$ cat src/verilog/fdc_pkg.sv
`default_nettype none

package fdc_pkg;

	//////////////////////////////////////////////////
	// Bus and memory widths

	typedef logic [7:0] byte_t;				// One MCU bus byte

	localparam int SRAM_ADDR_W = 19;		// 512K x 8 SRAM

	//////////////////////////////////////////////////
	// Register map, low address byte only

	typedef enum logic [7:0] {
		REG_ADDR_LOW		= 8'h00,		// SRAM address 7..0
		REG_ADDR_HIGH		= 8'h01,		// SRAM address 15..8
		REG_ADDR_UPPER		= 8'h02,		// SRAM address top bits
		REG_SRAM_DATA		= 8'h03,		// SRAM data port
		REG_DRIVE_CONTROL	= 8'h04,		// Drive control on write, type low on read
		REG_MCO_TYPE_H		= 8'h05,
		REG_MCO_VER_L		= 8'h06,
		REG_MCO_VER_H		= 8'h07,
		REG_STATUS2			= 8'h0F,		// Drive and memory status
		REG_SCRATCH			= 8'h30,		// Bus test scratchpad
		REG_SCRATCH_INV		= 8'h31,
		REG_FIXED_55		= 8'h32,
		REG_FIXED_AA		= 8'h33,
		REG_STEP_RATE		= 8'hF0,		// Step period in timebase ticks
		REG_STEP_CMD		= 8'hFF			// Direction and step count
	} reg_addr_e;

	// Microcode identity, read back by the MCU
	localparam logic [15:0] MCO_TYPE	= 16'hDD55;
	localparam logic [15:0] MCO_VERSION	= 16'h001A;

	//////////////////////////////////////////////////
	// Step command layout

	localparam int STEP_DIR_BIT = 7;		// 1 = inward, 0 = out toward track 0
	localparam int STEP_COUNT_W = 7;		// Step count in bits 6..0

	// 250us timebase at 80MHz
	localparam int TICK_CYCLES_DEFAULT = 20000;

endpackage

`default_nettype wire

$ cat src/verilog/mcu_register_file.sv
`default_nettype none

module mcu_register_file import fdc_pkg::*; #(
	parameter int ADDR_W = SRAM_ADDR_W
) (
	input  wire					CLK_MASTER,
	input  wire					rst,
	input  wire					mcu_pmall,			// Address latch strobe
	input  wire					mcu_pmwr,
	input  wire					mcu_pmrd,
	input  byte_t				mcu_pmd_in,
	output byte_t				mcu_pmd_out,
	output logic				mcu_pmd_oe,
	input  byte_t				sram_dq_in,
	input  wire [ADDR_W-1:0]	sram_a,
	input  wire					addr_empty,
	input  wire					addr_full,
	input  wire					stepping,
	input  wire					fd_index_in,
	input  wire					fd_track0_in,
	input  wire					fd_wrprot_in,
	input  wire					fd_rdy_dchg_in,
	input  wire					fd_dens_in,
	output logic				addr_load_low,
	output logic				addr_load_high,
	output logic				addr_load_upper,
	output byte_t				load_data,
	output logic				addr_inc_read,
	output logic				sram_write_start,
	output byte_t				wr_data,
	output byte_t				step_rate,
	output logic				step_cmd_load,
	output byte_t				step_cmd,
	output logic				fd_dens_out,
	output logic				fd_inuse,
	output logic [3:0]			fd_drvsel,
	output logic				fd_moten,
	output logic				fd_sidesel
);

	byte_t			addr_q;				// Latched register address
	byte_t			drive_ctrl;
	byte_t			scratch;
	byte_t			dq_lat;				// SRAM read latch
	logic			pmwr_s, pmwr_d;
	logic			pmrd_s, pmrd_d;
	logic			wr_pulse;			// One cycle per write strobe
	logic [23:0]	addr_ext;

	//////////////////////////////////////////////////
	// Address latch and strobe edges

	always_ff @(posedge CLK_MASTER) begin
		if (rst) begin
			addr_q		<= '0;
			pmwr_s		<= 1'b0;
			pmwr_d		<= 1'b0;
			pmrd_s		<= 1'b0;
			pmrd_d		<= 1'b0;
			wr_pulse	<= 1'b0;
			addr_inc_read <= 1'b0;
		end else begin
			if (mcu_pmall) begin
				addr_q <= mcu_pmd_in;		// High address byte never decoded
			end
			pmwr_s		<= mcu_pmwr;
			pmwr_d		<= pmwr_s;
			pmrd_s		<= mcu_pmrd;
			pmrd_d		<= pmrd_s;
			wr_pulse	<= pmwr_s && !pmwr_d;	// Rising edge of PMWR
			// End of an SRAM data read bumps the address
			addr_inc_read <= !pmrd_s && pmrd_d && (addr_q == REG_SRAM_DATA);
		end
	end

	// Track the SRAM bus until the MCU starts a read
	always_ff @(posedge CLK_MASTER) begin
		if (!mcu_pmrd) begin
			dq_lat <= sram_dq_in;
		end
	end

	//////////////////////////////////////////////////
	// Register writes

	always_ff @(posedge CLK_MASTER) begin
		if (rst) begin
			drive_ctrl	<= '0;
			scratch		<= '0;
			step_rate	<= '0;
		end else if (wr_pulse) begin
			case (addr_q)
				REG_DRIVE_CONTROL:	drive_ctrl	<= mcu_pmd_in;
				REG_SCRATCH:		scratch		<= mcu_pmd_in;
				REG_STEP_RATE:		step_rate	<= mcu_pmd_in;
				default: ;							// Others handled by strobes below
			endcase
		end
	end

	// Strobes to the datapath, data rides along from the bus
	assign addr_load_low	= wr_pulse && (addr_q == REG_ADDR_LOW);
	assign addr_load_high	= wr_pulse && (addr_q == REG_ADDR_HIGH);
	assign addr_load_upper	= wr_pulse && (addr_q == REG_ADDR_UPPER);
	assign sram_write_start	= wr_pulse && (addr_q == REG_SRAM_DATA);
	assign step_cmd_load	= wr_pulse && (addr_q == REG_STEP_CMD);
	assign load_data		= mcu_pmd_in;
	assign wr_data			= mcu_pmd_in;
	assign step_cmd			= mcu_pmd_in;

	// Drive lines are active low
	assign fd_dens_out	= ~drive_ctrl[0];
	assign fd_inuse		= ~drive_ctrl[1];
	assign fd_drvsel	= ~drive_ctrl[5:2];
	assign fd_moten		= ~drive_ctrl[6];
	assign fd_sidesel	= ~drive_ctrl[7];

	//////////////////////////////////////////////////
	// Readback mux

	assign addr_ext		= 24'(sram_a);		// Unused top bits read 0
	assign mcu_pmd_oe	= mcu_pmrd;

	always_comb begin
		case (addr_q)
			REG_ADDR_LOW:		mcu_pmd_out = addr_ext[7:0];
			REG_ADDR_HIGH:		mcu_pmd_out = addr_ext[15:8];
			REG_ADDR_UPPER:		mcu_pmd_out = addr_ext[23:16];
			REG_SRAM_DATA:		mcu_pmd_out = dq_lat;
			REG_DRIVE_CONTROL:	mcu_pmd_out = MCO_TYPE[7:0];
			REG_MCO_TYPE_H:		mcu_pmd_out = MCO_TYPE[15:8];
			REG_MCO_VER_L:		mcu_pmd_out = MCO_VERSION[7:0];
			REG_MCO_VER_H:		mcu_pmd_out = MCO_VERSION[15:8];
			REG_STATUS2:		mcu_pmd_out = {fd_index_in, fd_track0_in, fd_wrprot_in,
									fd_rdy_dchg_in, fd_dens_in, stepping, addr_empty, addr_full};
			REG_SCRATCH:		mcu_pmd_out = scratch;
			REG_SCRATCH_INV:	mcu_pmd_out = ~scratch;
			REG_FIXED_55:		mcu_pmd_out = 8'h55;
			REG_FIXED_AA:		mcu_pmd_out = 8'hAA;
			default:			mcu_pmd_out = 8'h00;
		endcase
	end

endmodule

`default_nettype wire

$ cat src/verilog/sram_address_counter.sv
`default_nettype none

module sram_address_counter import fdc_pkg::*; #(
	parameter int ADDR_W = SRAM_ADDR_W
) (
	input  wire					CLK_MASTER,
	input  wire					rst,
	input  byte_t				load_data,
	input  wire					addr_load_low,
	input  wire					addr_load_high,
	input  wire					addr_load_upper,
	input  wire					addr_inc_write,		// From the write sequencer
	input  wire					addr_inc_read,		// From an MCU data read
	output logic [ADDR_W-1:0]	sram_a,
	output logic				addr_empty,
	output logic				addr_full
);

	logic	any_load;
	logic	any_inc;

	assign any_load	= addr_load_low || addr_load_high || addr_load_upper;
	assign any_inc	= addr_inc_write || addr_inc_read;

	// Bytewise load wins over increment
	always_ff @(posedge CLK_MASTER) begin
		if (rst) begin
			sram_a <= '0;
		end else if (any_load) begin
			if (addr_load_low) begin
				sram_a[7:0] <= load_data;
			end
			if (addr_load_high) begin
				sram_a[15:8] <= load_data;
			end
			if (addr_load_upper) begin
				sram_a[ADDR_W-1:16] <= load_data[ADDR_W-17:0];	// Top bits dropped
			end
		end else if (any_inc && !addr_full) begin
			sram_a <= sram_a + ADDR_W'(1);		// Saturates at all ones
		end
	end

	// Flags
	assign addr_empty	= (sram_a == '0);
	assign addr_full	= &sram_a;

endmodule

`default_nettype wire

$ cat src/verilog/sram_write_sequencer.sv
`default_nettype none

module sram_write_sequencer import fdc_pkg::*; (
	input  wire		CLK_MASTER,
	input  wire		rst,
	input  wire		sram_write_start,
	input  byte_t	wr_data,
	output byte_t	sram_dq_out,
	output logic	sram_we_n,
	output logic	sram_oe_n,
	output logic	addr_inc_write
);

	typedef enum logic [2:0] {
		S_IDLE,			// OE active, waiting for a write
		S_OE_OFF,		// Release the SRAM outputs
		S_WRITE,		// WE low
		S_WRITE_END,	// WE back high, data still driven
		S_INC			// Bump the address
	} state_e;

	state_e	state;

	// Registered outputs so the SRAM pins stay clean
	always_ff @(posedge CLK_MASTER) begin
		if (rst) begin
			state			<= S_IDLE;
			sram_we_n		<= 1'b1;
			sram_oe_n		<= 1'b0;
			addr_inc_write	<= 1'b0;
		end else begin
			case (state)
				S_IDLE: begin
					addr_inc_write <= 1'b0;
					if (sram_write_start) begin		// Starts while busy are lost
						sram_oe_n	<= 1'b1;
						state		<= S_OE_OFF;
					end
				end
				S_OE_OFF: begin
					sram_we_n	<= 1'b0;
					state		<= S_WRITE;
				end
				S_WRITE: begin
					sram_we_n	<= 1'b1;			// SRAM latches on this edge
					state		<= S_WRITE_END;
				end
				S_WRITE_END: begin
					sram_oe_n		<= 1'b0;
					addr_inc_write	<= 1'b1;
					state			<= S_INC;
				end
				S_INC: begin
					addr_inc_write	<= 1'b0;
					state			<= S_IDLE;
				end
				default: state <= S_IDLE;
			endcase
		end
	end

	// Capture the byte as the sequence starts
	always_ff @(posedge CLK_MASTER) begin
		if ((state == S_IDLE) && sram_write_start) begin
			sram_dq_out <= wr_data;
		end
	end

endmodule

`default_nettype wire

$ cat src/verilog/head_stepper.sv
`default_nettype none

module head_stepper import fdc_pkg::*; #(
	parameter int TICK_CYCLES = TICK_CYCLES_DEFAULT
) (
	input  wire		CLK_MASTER,
	input  wire		rst,
	input  byte_t	step_rate,			// Ticks per step clock half period, minus one
	input  wire		step_cmd_load,
	input  byte_t	step_cmd,
	input  wire		fd_track0_in,		// Active low
	output logic	fd_step,
	output logic	fd_dir,
	output logic	stepping
);

	localparam int TICK_W = $clog2(TICK_CYCLES);

	logic [TICK_W-1:0]			tick_cnt;
	logic						tick;
	byte_t						rate_cnt;
	logic						step_clk;
	logic						step_clk_d;
	logic						step_rise;
	logic						step_fall;
	logic [STEP_COUNT_W-1:0]	remaining;		// Steps still to issue
	logic						at_track0;

	//////////////////////////////////////////////////
	// Timebase and step rate divider

	assign tick = (tick_cnt == TICK_W'(TICK_CYCLES - 1));

	always_ff @(posedge CLK_MASTER) begin
		if (rst) begin
			tick_cnt	<= '0;
			rate_cnt	<= '0;
			step_clk	<= 1'b0;
			step_clk_d	<= 1'b0;
		end else begin
			tick_cnt	<= tick ? '0 : tick_cnt + TICK_W'(1);
			step_clk_d	<= step_clk;
			if (tick) begin
				if (rate_cnt >= step_rate) begin	// Also catches a rate lowered mid count
					rate_cnt	<= '0;
					step_clk	<= ~step_clk;
				end else begin
					rate_cnt	<= rate_cnt + 8'd1;
				end
			end
		end
	end

	assign step_rise = step_clk && !step_clk_d;
	assign step_fall = !step_clk && step_clk_d;

	//////////////////////////////////////////////////
	// Step controller

	assign at_track0 = !fd_dir && !fd_track0_in;	// Outward and already home

	always_ff @(posedge CLK_MASTER) begin
		if (rst) begin
			remaining	<= '0;
			fd_dir		<= 1'b0;
			fd_step		<= 1'b0;
			stepping	<= 1'b0;
		end else begin
			if (step_cmd_load) begin			// New command replaces the old one
				fd_dir		<= step_cmd[STEP_DIR_BIT];
				remaining	<= step_cmd[STEP_COUNT_W-1:0];
				stepping	<= 1'b1;
			end else if (at_track0) begin
				remaining	<= '0;				// Abort the rest of the move
			end else if (step_rise && (remaining != '0)) begin
				fd_step		<= 1'b1;			// Pulse for this high phase
				remaining	<= remaining - STEP_COUNT_W'(1);
			end

			if (step_fall) begin
				fd_step <= 1'b0;
			end

			// Done once the count is used up and the last pulse is over
			if (!step_cmd_load && stepping && (remaining == '0) && !fd_step) begin
				stepping <= 1'b0;
			end
		end
	end

endmodule

`default_nettype wire

$ cat src/verilog/fdc_top.sv
`default_nettype none

module fdc_top import fdc_pkg::*; #(
	parameter int ADDR_W		= SRAM_ADDR_W,
	parameter int TICK_CYCLES	= TICK_CYCLES_DEFAULT
) (
	input  wire					CLK_MASTER,
	input  wire					rst,
	// MCU bus
	input  wire					mcu_pmall,
	input  wire					mcu_pmwr,
	input  wire					mcu_pmrd,
	input  byte_t				mcu_pmd_in,
	output byte_t				mcu_pmd_out,
	output logic				mcu_pmd_oe,
	// SRAM
	output logic [ADDR_W-1:0]	sram_a,
	input  byte_t				sram_dq_in,
	output byte_t				sram_dq_out,		// Driven while sram_oe_n is high
	output logic				sram_we_n,
	output logic				sram_oe_n,
	// Drive
	input  wire					fd_index_in,
	input  wire					fd_track0_in,
	input  wire					fd_wrprot_in,
	input  wire					fd_rdy_dchg_in,
	input  wire					fd_dens_in,
	output logic				fd_dens_out,
	output logic				fd_inuse,
	output logic [3:0]			fd_drvsel,
	output logic				fd_moten,
	output logic				fd_sidesel,
	output logic				fd_dir,
	output logic				fd_step
);

	byte_t	load_data;
	logic	addr_load_low, addr_load_high, addr_load_upper;
	logic	addr_inc_read, addr_inc_write;
	logic	addr_empty, addr_full;
	logic	sram_write_start;
	byte_t	wr_data;
	byte_t	step_rate;
	logic	step_cmd_load;
	byte_t	step_cmd;
	logic	stepping;

	//////////////////////////////////////////////////
	// MCU side

	mcu_register_file #(.ADDR_W(ADDR_W)) i_mcu_register_file (
		.CLK_MASTER, .rst,
		.mcu_pmall, .mcu_pmwr, .mcu_pmrd, .mcu_pmd_in, .mcu_pmd_out, .mcu_pmd_oe,
		.sram_dq_in, .sram_a, .addr_empty, .addr_full, .stepping,
		.fd_index_in, .fd_track0_in, .fd_wrprot_in, .fd_rdy_dchg_in, .fd_dens_in,
		.addr_load_low, .addr_load_high, .addr_load_upper, .load_data,
		.addr_inc_read, .sram_write_start, .wr_data,
		.step_rate, .step_cmd_load, .step_cmd,
		.fd_dens_out, .fd_inuse, .fd_drvsel, .fd_moten, .fd_sidesel
	);

	//////////////////////////////////////////////////
	// SRAM path

	sram_address_counter #(.ADDR_W(ADDR_W)) i_sram_address_counter (
		.CLK_MASTER, .rst, .load_data,
		.addr_load_low, .addr_load_high, .addr_load_upper,
		.addr_inc_write, .addr_inc_read,
		.sram_a, .addr_empty, .addr_full
	);

	sram_write_sequencer i_sram_write_sequencer (
		.CLK_MASTER, .rst, .sram_write_start, .wr_data,
		.sram_dq_out, .sram_we_n, .sram_oe_n, .addr_inc_write
	);

	// Head positioning
	head_stepper #(.TICK_CYCLES(TICK_CYCLES)) i_head_stepper (
		.CLK_MASTER, .rst, .step_rate, .step_cmd_load, .step_cmd,
		.fd_track0_in, .fd_step, .fd_dir, .stepping
	);

endmodule

`default_nettype wire

$ cat config.mk
export PLATFORM = sky130hd
export DESIGN_NAME = fdc_top
export DESIGN_NICKNAME = d
export VERILOG_FILES = /design/src/verilog/fdc_pkg.sv /design/src/verilog/mcu_register_file.sv /design/src/verilog/sram_address_counter.sv /design/src/verilog/sram_write_sequencer.sv /design/src/verilog/head_stepper.sv /design/src/verilog/fdc_top.sv
export SDC_FILE = /design/constraint.sdc
export NUM_CORES = 1
export LEC_CHECK = 0
export BUFFER_PORTS_ARGS = -buffer_cell sky130_fd_sc_hd__buf_2
export CAP_MARGIN = 20
export CORE_UTILIZATION = 50
export DETAILED_ROUTE_END_ITERATION = 10
export GPL_ROUTABILITY_DRIVEN = 0
export PLACE_DENSITY = 0.7
export SYNTH_ARGS = -nofsm -noshare
export SYNTH_HDL_FRONTEND = slang
export SYNTH_HIERARCHICAL = 1
export SYNTH_SLANG_ARGS = --single-unit
$ cat constraint.sdc
create_clock -name CLK_MASTER -period 6.9 [get_ports CLK_MASTER]
set_clock_uncertainty 0.15 [all_clocks]
set_input_delay 0.69 -clock CLK_MASTER [delete_from_list [all_inputs] [get_ports CLK_MASTER]]
set_output_delay 0.69 -clock CLK_MASTER [all_outputs]
set_load 0.05 [all_outputs]
==> results.md, run 1 <==
- Cells on worst reg2reg path: 10
- Multiplexer area fraction after synthesis: 6.33%
- Initial DRC Count: approximately 610
- CTS sink cnt: roughly 110
- H-tree depth: 4
- Overall Global Routing Usage: a little over a quarter
- RR Endpoint: i_sram_address_counter/sram_a[9]
- Initial antenna violation count: 0
- Initial Utilization: roughly half
- Drt pass-1 iters: 5
- Hold slack: around 0.24 ns
- Layout area overhead: 13.5%
- Hold EP: i_mcu_register_file/wr_pulse
- Die area: 13000 µm²
- Post_cts resized: 0
- PortBufs: 73
- Hold Crit Depth: 1
- Post-CTS setup buffer count: 0
- Routed len/inst: 17.3 µm
- R2r setup slk: 3.01 ns
- Post-synth top flop: dfxtp_1
- WS Path Type: reg2reg
- Final antenna-violating net count: 0
- Post-DP HPWL: 11000 µm
- Fin Setup TNS: 0 ns
- FF+latch area: ~2400 µm²
- Crit Path Max Fanout: 19
- Synth top cells by count: dfxtp_1, nor2_1, nand2_1
- Vias per cell: just under 6
- Fmax: ~0.26 GHz
- Worst slew pin tran: 1.12 ns
- Multi-input combinational cell area: between 3000 and 4000 µm²
- Synthesized area per cell: about 8.7 µm²
- Wire length of the first global-routing pass: approximately 26000 µm
- Post-synthesis simple-gate area fraction: 26.6%
- Core box area: about 12000 µm²
- DRC: 0
- Mapped Area: roughly 6300 µm²
- Yosys top cell by area: dfxtp_1
- Synth Instances: 718
- Nets: 795
- Final hold violation count: 0
- Async set or reset register ratio after synthesis: 0%
- Hold Path Class: reg2reg
- Synth area leaders: dfxtp_1, edfxtp_1, mux2i_1
- Design Power: ~1.7 mW
- Leakage: between 2 and 3 nW
- Dpl ws: roughly 3.0 ns
- Compound-Gate Fraction of Synth Area: 15.3%
- CP endpoint kind: flop
- Startpoint class of the critical path: flop
- CTS tree: built
- CTS Root Cell: clkbuf_16
- Skew-Pair Late Insertion Delay: just over 0.4 ns
- CP Launch Point: i_mcu_register_file/addr_q[7]
- # fillers: ~1100
- Vias in the first global route: ~5200
- Top-count cell post-synth: dfxtp_1
- CTS Buf Count: 17
- Max-cap violations: 0
- Tmin final: about 3.9 ns
- Worst r2r src: i_mcu_register_file/addr_q[7]
- Period utilization: between 50% and 60%
- HP Start: i_mcu_register_file/pmwr_d
- Vias post-DR: around 5600
- Yosys cell types: 76
- Final slew viol count: 0
- Post-synth top area share: between 30% and 40%
- Clock transition at path regs: approximately 0.050 ns
- YS warnings: 6
- Post-layout util: 58.7%
- Largest family of logic cells by synthesized area: simple AND/OR/NAND/NOR gates
- Adder-cell area share of the yosys netlist: 2.80%
- Share of cells above drive strength 1: 18.2%
- Routed WL: around 16000 µm
- Status: finished, final reports clean
- Worst-case clock buffer depth: 2
- Setup ws final: 3.01 ns
- Worst Path Arrival: 4.07 ns
- GRT Residual Overflow: 0
- Pwr dens: 235 nW/µm²
- VDD IR max: between 0.00015 and 0.0002 V
- Final setup viols: 0
- # IOs: 74
- Flip-flop and latch count after synthesis: between 100 and 150
- Crit path required time: approximately 7.1 ns
- Ant. Diodes: 0
- # hold bufs at CTS: 0
- RSZ-0062 raised after global routing: false
- Die W: about 110 µm
- Number of synthesized flops with an enable pin: 16
- Die height: 114 µm
- Std-Cell Rows: 40
- Sequential fraction of the synthesis area: just under 40%
- Slew headroom: 25.6%
- Mapped Nets: between 700 and 800
- XOR/XNOR share of the synthesized area: under 10%
- Largest net degree at the start of global routing: 52
-- routing by layer --
layer	wire (µm)	track usage, %
met2	7770	41.5
met5	0	0
met4	633	15.2
met1	6710	32.4
met3	1080	6.00
-- logic make-up after synthesis --
| kind of cell | after synthesis |
|---|---|
| and+or+nand+nor | 303 |
| AOI/OAI and AO/OA | 142 |
| DFF | 114 |
| buffers and inverters | 89 |
| muxes | 38 |
| xor gates and xnor gates | 18 |
| adders and majority gates | 14 |
-- per-stage QoR --
step,instances,cell area [µm²]
final,936,7110
after detailed placement,903,6500
after CTS,935,7090
after global routing,936,7110
after global placement,903,6500
after floorplan,718,6260
-- report_power, final --
| part | internal [mW] | switching, mW |
|---|---|---|
| registers | 0.687 | 0.0172 |
| logic | 0.0348 | 0.0709 |
| clock network | 0.565 | 0.295 |
-- flip-flops by register name (all words and copies together), names as in the netlist, 3 cells and up --
name	count
i_mcu_register_file/step_rate	8
i_mcu_register_file/scratch	8
i_head_stepper/tick_cnt	15
i_mcu_register_file/dq_lat	8
i_head_stepper/remaining	7
i_head_stepper/rate_cnt	8
i_sram_address_counter/sram_a	19
i_sram_write_sequencer/state	3
i_mcu_register_file/addr_q	8
i_sram_write_sequencer/sram_dq_out	8
i_mcu_register_file/drive_ctrl	8
-- worst max-delay path, cell delays in order, from the launching register on --
cell,delay [ns]
dfxtp_1,0.35
or4_1,0.69
nor3_2,0.29
nand2_1,0.09
nor3_1,0.50
or3_1,0.63
buf_8,0.25
nor2_8,0.06
o2bb2ai_1,0.42
o21ai_0,0.17
a21oi_1,0.19
-- cell usage in the layout, fill, tap and decap left out, types with 19 or more instances in the layout --
master | netlist | layout
a21oi_1 | 32 | 32
nor3_1 | 21 | 21
inv_1 | 31 | 31
dfxtp_1 | 98 | 98
nand2_1 | 65 | 65
o21ai_0 | 32 | 32
buf_2 | 6 | 73
nand3_1 | 33 | 33
mux2i_1 | 34 | 34
clkbuf_16 | 0 | 19
nor2_1 | 76 | 76
-- area by class of cell --
cell class,count,share of cell area (%)
clock buffer,25,7.43
timing repair buffer,76,5.56
tap,168,2.96
sequential,114,34.4
inverter,31,1.64
multi-input combinational,515,47.1
clock inverter,7,0.950
-- how the worst max path moves through the flow --
stage,to,slack [ns]
5_1_grt,i_sram_address_counter/sram_a[9],2.69
2_1_floorplan,mcu_pmd_out[5],3.72
3_5_place_dp,i_sram_address_counter/sram_a[15],2.99
6_report,i_sram_address_counter/sram_a[9],3.01
4_1_cts,i_sram_address_counter/sram_a[15],2.95
3_3_place_gp,i_sram_address_counter/sram_a[10],3.14
Note: power is estimated with default switching activity, not from simulation.
==> run 2: changes to the inputs <==
Settings changed: ABC_AREA set to 1, PLACE_DENSITY 0.7 to 0.72.
Clock period 6.9 ns to 3.4 ns, I/O delays scaled along.
==> results.md, run 2 <==
- Status: finished, final reports clean
- Initial Utilization: 51.3%
- PortBufs: between 70 and 80
- Vias per cell: around 5.2
- Sw power: 0.817 mW
- Pwr dens: around 460 nW/µm²
- Number of synthesized flops with an enable pin: 16
- WS Path Type: reg2out
- Dpl ws: 0.655 ns
- Sequential fraction of the synthesis area: a little over a third
- Critical path depth: 12
- Async set or reset register ratio after synthesis: 0%
- Max-cap violations: 0
- CP Buf/Inv Count: 3
- Vias post-DR: 6400
- Largest net degree at the start of global routing: 28
- Die area: roughly 14000 µm²
- Initial DRC Count: approximately 620
- Top-count cell post-synth: nand2_1
- Final hold violation count: 0
- Max FFs per register: 19
- Vias in the first global route: between 5000 and 6000
- Post-synth top flop: dfxtp_1
- Layout area overhead: 15.0%
- Ant. Diodes: 0
- Synth top cells by count: nand2_1, nor2_1, inv_1
- CTS Buf Count: 17
- Die height: ~120 µm
- Share of cells above drive strength 1: a little under a fifth
- Yosys cell types: 47
- Routed len/inst: 14.4 µm
- Internal: 2.78 mW
- Initial antenna violation count: 0
- Synthesized area per cell: just under 7 µm²
- Setup ws final: approximately 0.47 ns
- Seq pwr share: between 30% and 40%
- Cells on worst reg2reg path: 14
- Clock transition at path regs: approximately 0.05 ns
- Hold Path Class: in2reg
- Fmax: 0.342 GHz
- DRC: 0
- Routed WL: between 15000 and 20000 µm
- Slowest-stage cell, CP: dfxtp_1
- Skew-Pair Late Insertion Delay: a little over 0.4 ns
- Synth Instances: between 900 and 1000
- Crit path required time: around 2.9 ns
- Commonest non-fill, non-tap cell in the layout: nand2_1
- Period utilization: 86.0%
- Tmin final: 2.93 ns
- Mapped Nets: between 1000 and 1500
- Leakage: roughly 3.5 nW
- Slew headroom: about 52%
- Combinational fraction of design power: under 10%
- GRT Residual Overflow: 0
- Post-DP HPWL: between 10000 and 15000 µm
- Largest Register: i_sram_address_counter/sram_a
- Mapped Area: 6820 µm²
- CP Cell Sequence: ha_1 > nand2_2 > nor2_4 > nand2_4 > nor2_8 > nand3_4 > inv_1 > inv_1 > nor2_1 > nor2_1 > nand3_1 > buf_2
- Largest regs: i_sram_address_counter/sram_a x19, i_head_stepper/tick_cnt x15
- # IOs: 74
- Nets: around 1100
- Worst Path Arrival: 2.44 ns
- Final antenna-violating net count: 0
- CTS tree: built
- Flip-flop and latch count after synthesis: about 110
- Std-Cell Rows: between 40 and 50
- Drt pass-1 iters: 5
- Startpoint class of the critical path: flop
- Final slew viol count: 0
- H-tree depth: 4
- CP endpoint kind: primary output
- Largest delay share family, worst path: simple AND/OR/NAND/NOR gates
- Crit Path Max Fanout: 7
- Worst-case clock buffer depth: 2
- Crit-path max cell delay: 0.51 ns
- Post_cts resized: 0
- Core box area: 13300 µm²
- RSZ-0062 raised after global routing: false
- YS warnings: 6
- Most frequent cells in the layout: nand2_1, nor2_1, inv_1
- Fin Setup TNS: 0 ns
- Post-synth top area share: about 29%
- Yosys top cell by area: dfxtp_1
- Clock network fraction of design power: 53.0%
- Worst slew pin tran: 0.724 ns
- Wire length of the first global-routing pass: ~29000 µm
- Hold Crit Depth: 1
- Overall Global Routing Usage: a little over a quarter
- Sw Share: between 20% and 30%
- R2r setup slk: between 0.5 and 0.6 ns
- CTS sink cnt: about 110
- Die W: 119 µm
- CTS Root Cell: clkbuf_16
- Final setup viols: 0
- VDD IR max: ~0.00035 V
- Synth area leaders: dfxtp_1, nand2_1, nor2_1
==> run 2: changes by cell type after synthesis, moves of 12 or more <==
cell | before | now
inv_1 | 31 | 111
nand2_1 | 65 | 210
mux2i_1 | 34 | 0
o21ai_0 | 32 | 46
nor2_4 | 0 | 15
nor4_1 | 13 | 1
nor2_1 | 76 | 164
nor2_2 | 0 | 30
nand3_1 | 33 | 86
==> run 2: repair_timing <==
action	in CTS	in global routing
endpoints found under the hold margin	9	0
buffers inserted	0	0
hold buffers	9	0
==> run 2: area by class of cell <==
cell class	count	area [µm²]
multi-input cells	701	3590
fillers	1238	5450
clock buffers	19	443
clock inverters	12	188
well taps	176	220
flip-flops and latches	114	2440
repair buffers	85	478
inverters	123	482
==> run 2: layer usage <==
layer	global-route usage [%]	vias up	share of wire [%]
met5	0	-	0
met4	11.9	0	3.3
met3	5.89	48	6.7
met2	41.5	270	46
met1	33.7	2854	44
li1	-	3228	-
==> run 2: power by group through the flow <==
stage | Combinational, mW | Sequential [mW] | Clock [mW]
CTS | 0.270 | 1.42 | 1.93
finish | 0.272 | 1.42 | 1.90
floorplan | 0.203 | 1.45 | 0
global placement | 0.257 | 1.45 | 0
global route | 0.300 | 1.42 | 2.00
detailed placement | 0.260 | 1.45 | 0
==> run 2: worst paths after layout <==
kind | from | to
setup / recovery | i_sram_address_counter/sram_a[1] | mcu_pmd_out[0]
hold / removal | mcu_pmd_in[2] | i_sram_write_sequencer/sram_dq_out[2]
setup reg to reg | i_mcu_register_file/addr_q[6] | i_sram_address_counter/sram_a[2]
hold reg to reg | i_mcu_register_file/pmwr_d | i_mcu_register_file/wr_pulse
==> run 2: cell families (layout without fill, tap and decap cells) <==
group | after synthesis | after routing | share of synthesized area (%)
xor gates and xnor gates | 8 | 8 | 1.03
DFF | 114 | 114 | 35.8
adders and majority gates | 14 | 14 | 2.57
buffers and inverters | 165 | 239 | 11.5
AOI/OAI and AO/OA | 103 | 103 | 8.44
and+or+nand+nor | 576 | 576 | 40.7
==> run 2: metrics by stage <==
step                hold WS (ns)  util [%]  instance area, µm²  power [mW]  std cells
finish                     0.146      59.0                7850        3.60       1230
detailed placement         0.240      53.6                7130        1.71       1190
CTS                        0.122      59.0                7850        3.62       1230
floorplan                  0.224         -                6820        1.65        980
global route               0.113      59.0                7850        3.72       1230
global placement           0.241      53.6                7130        1.70       1190
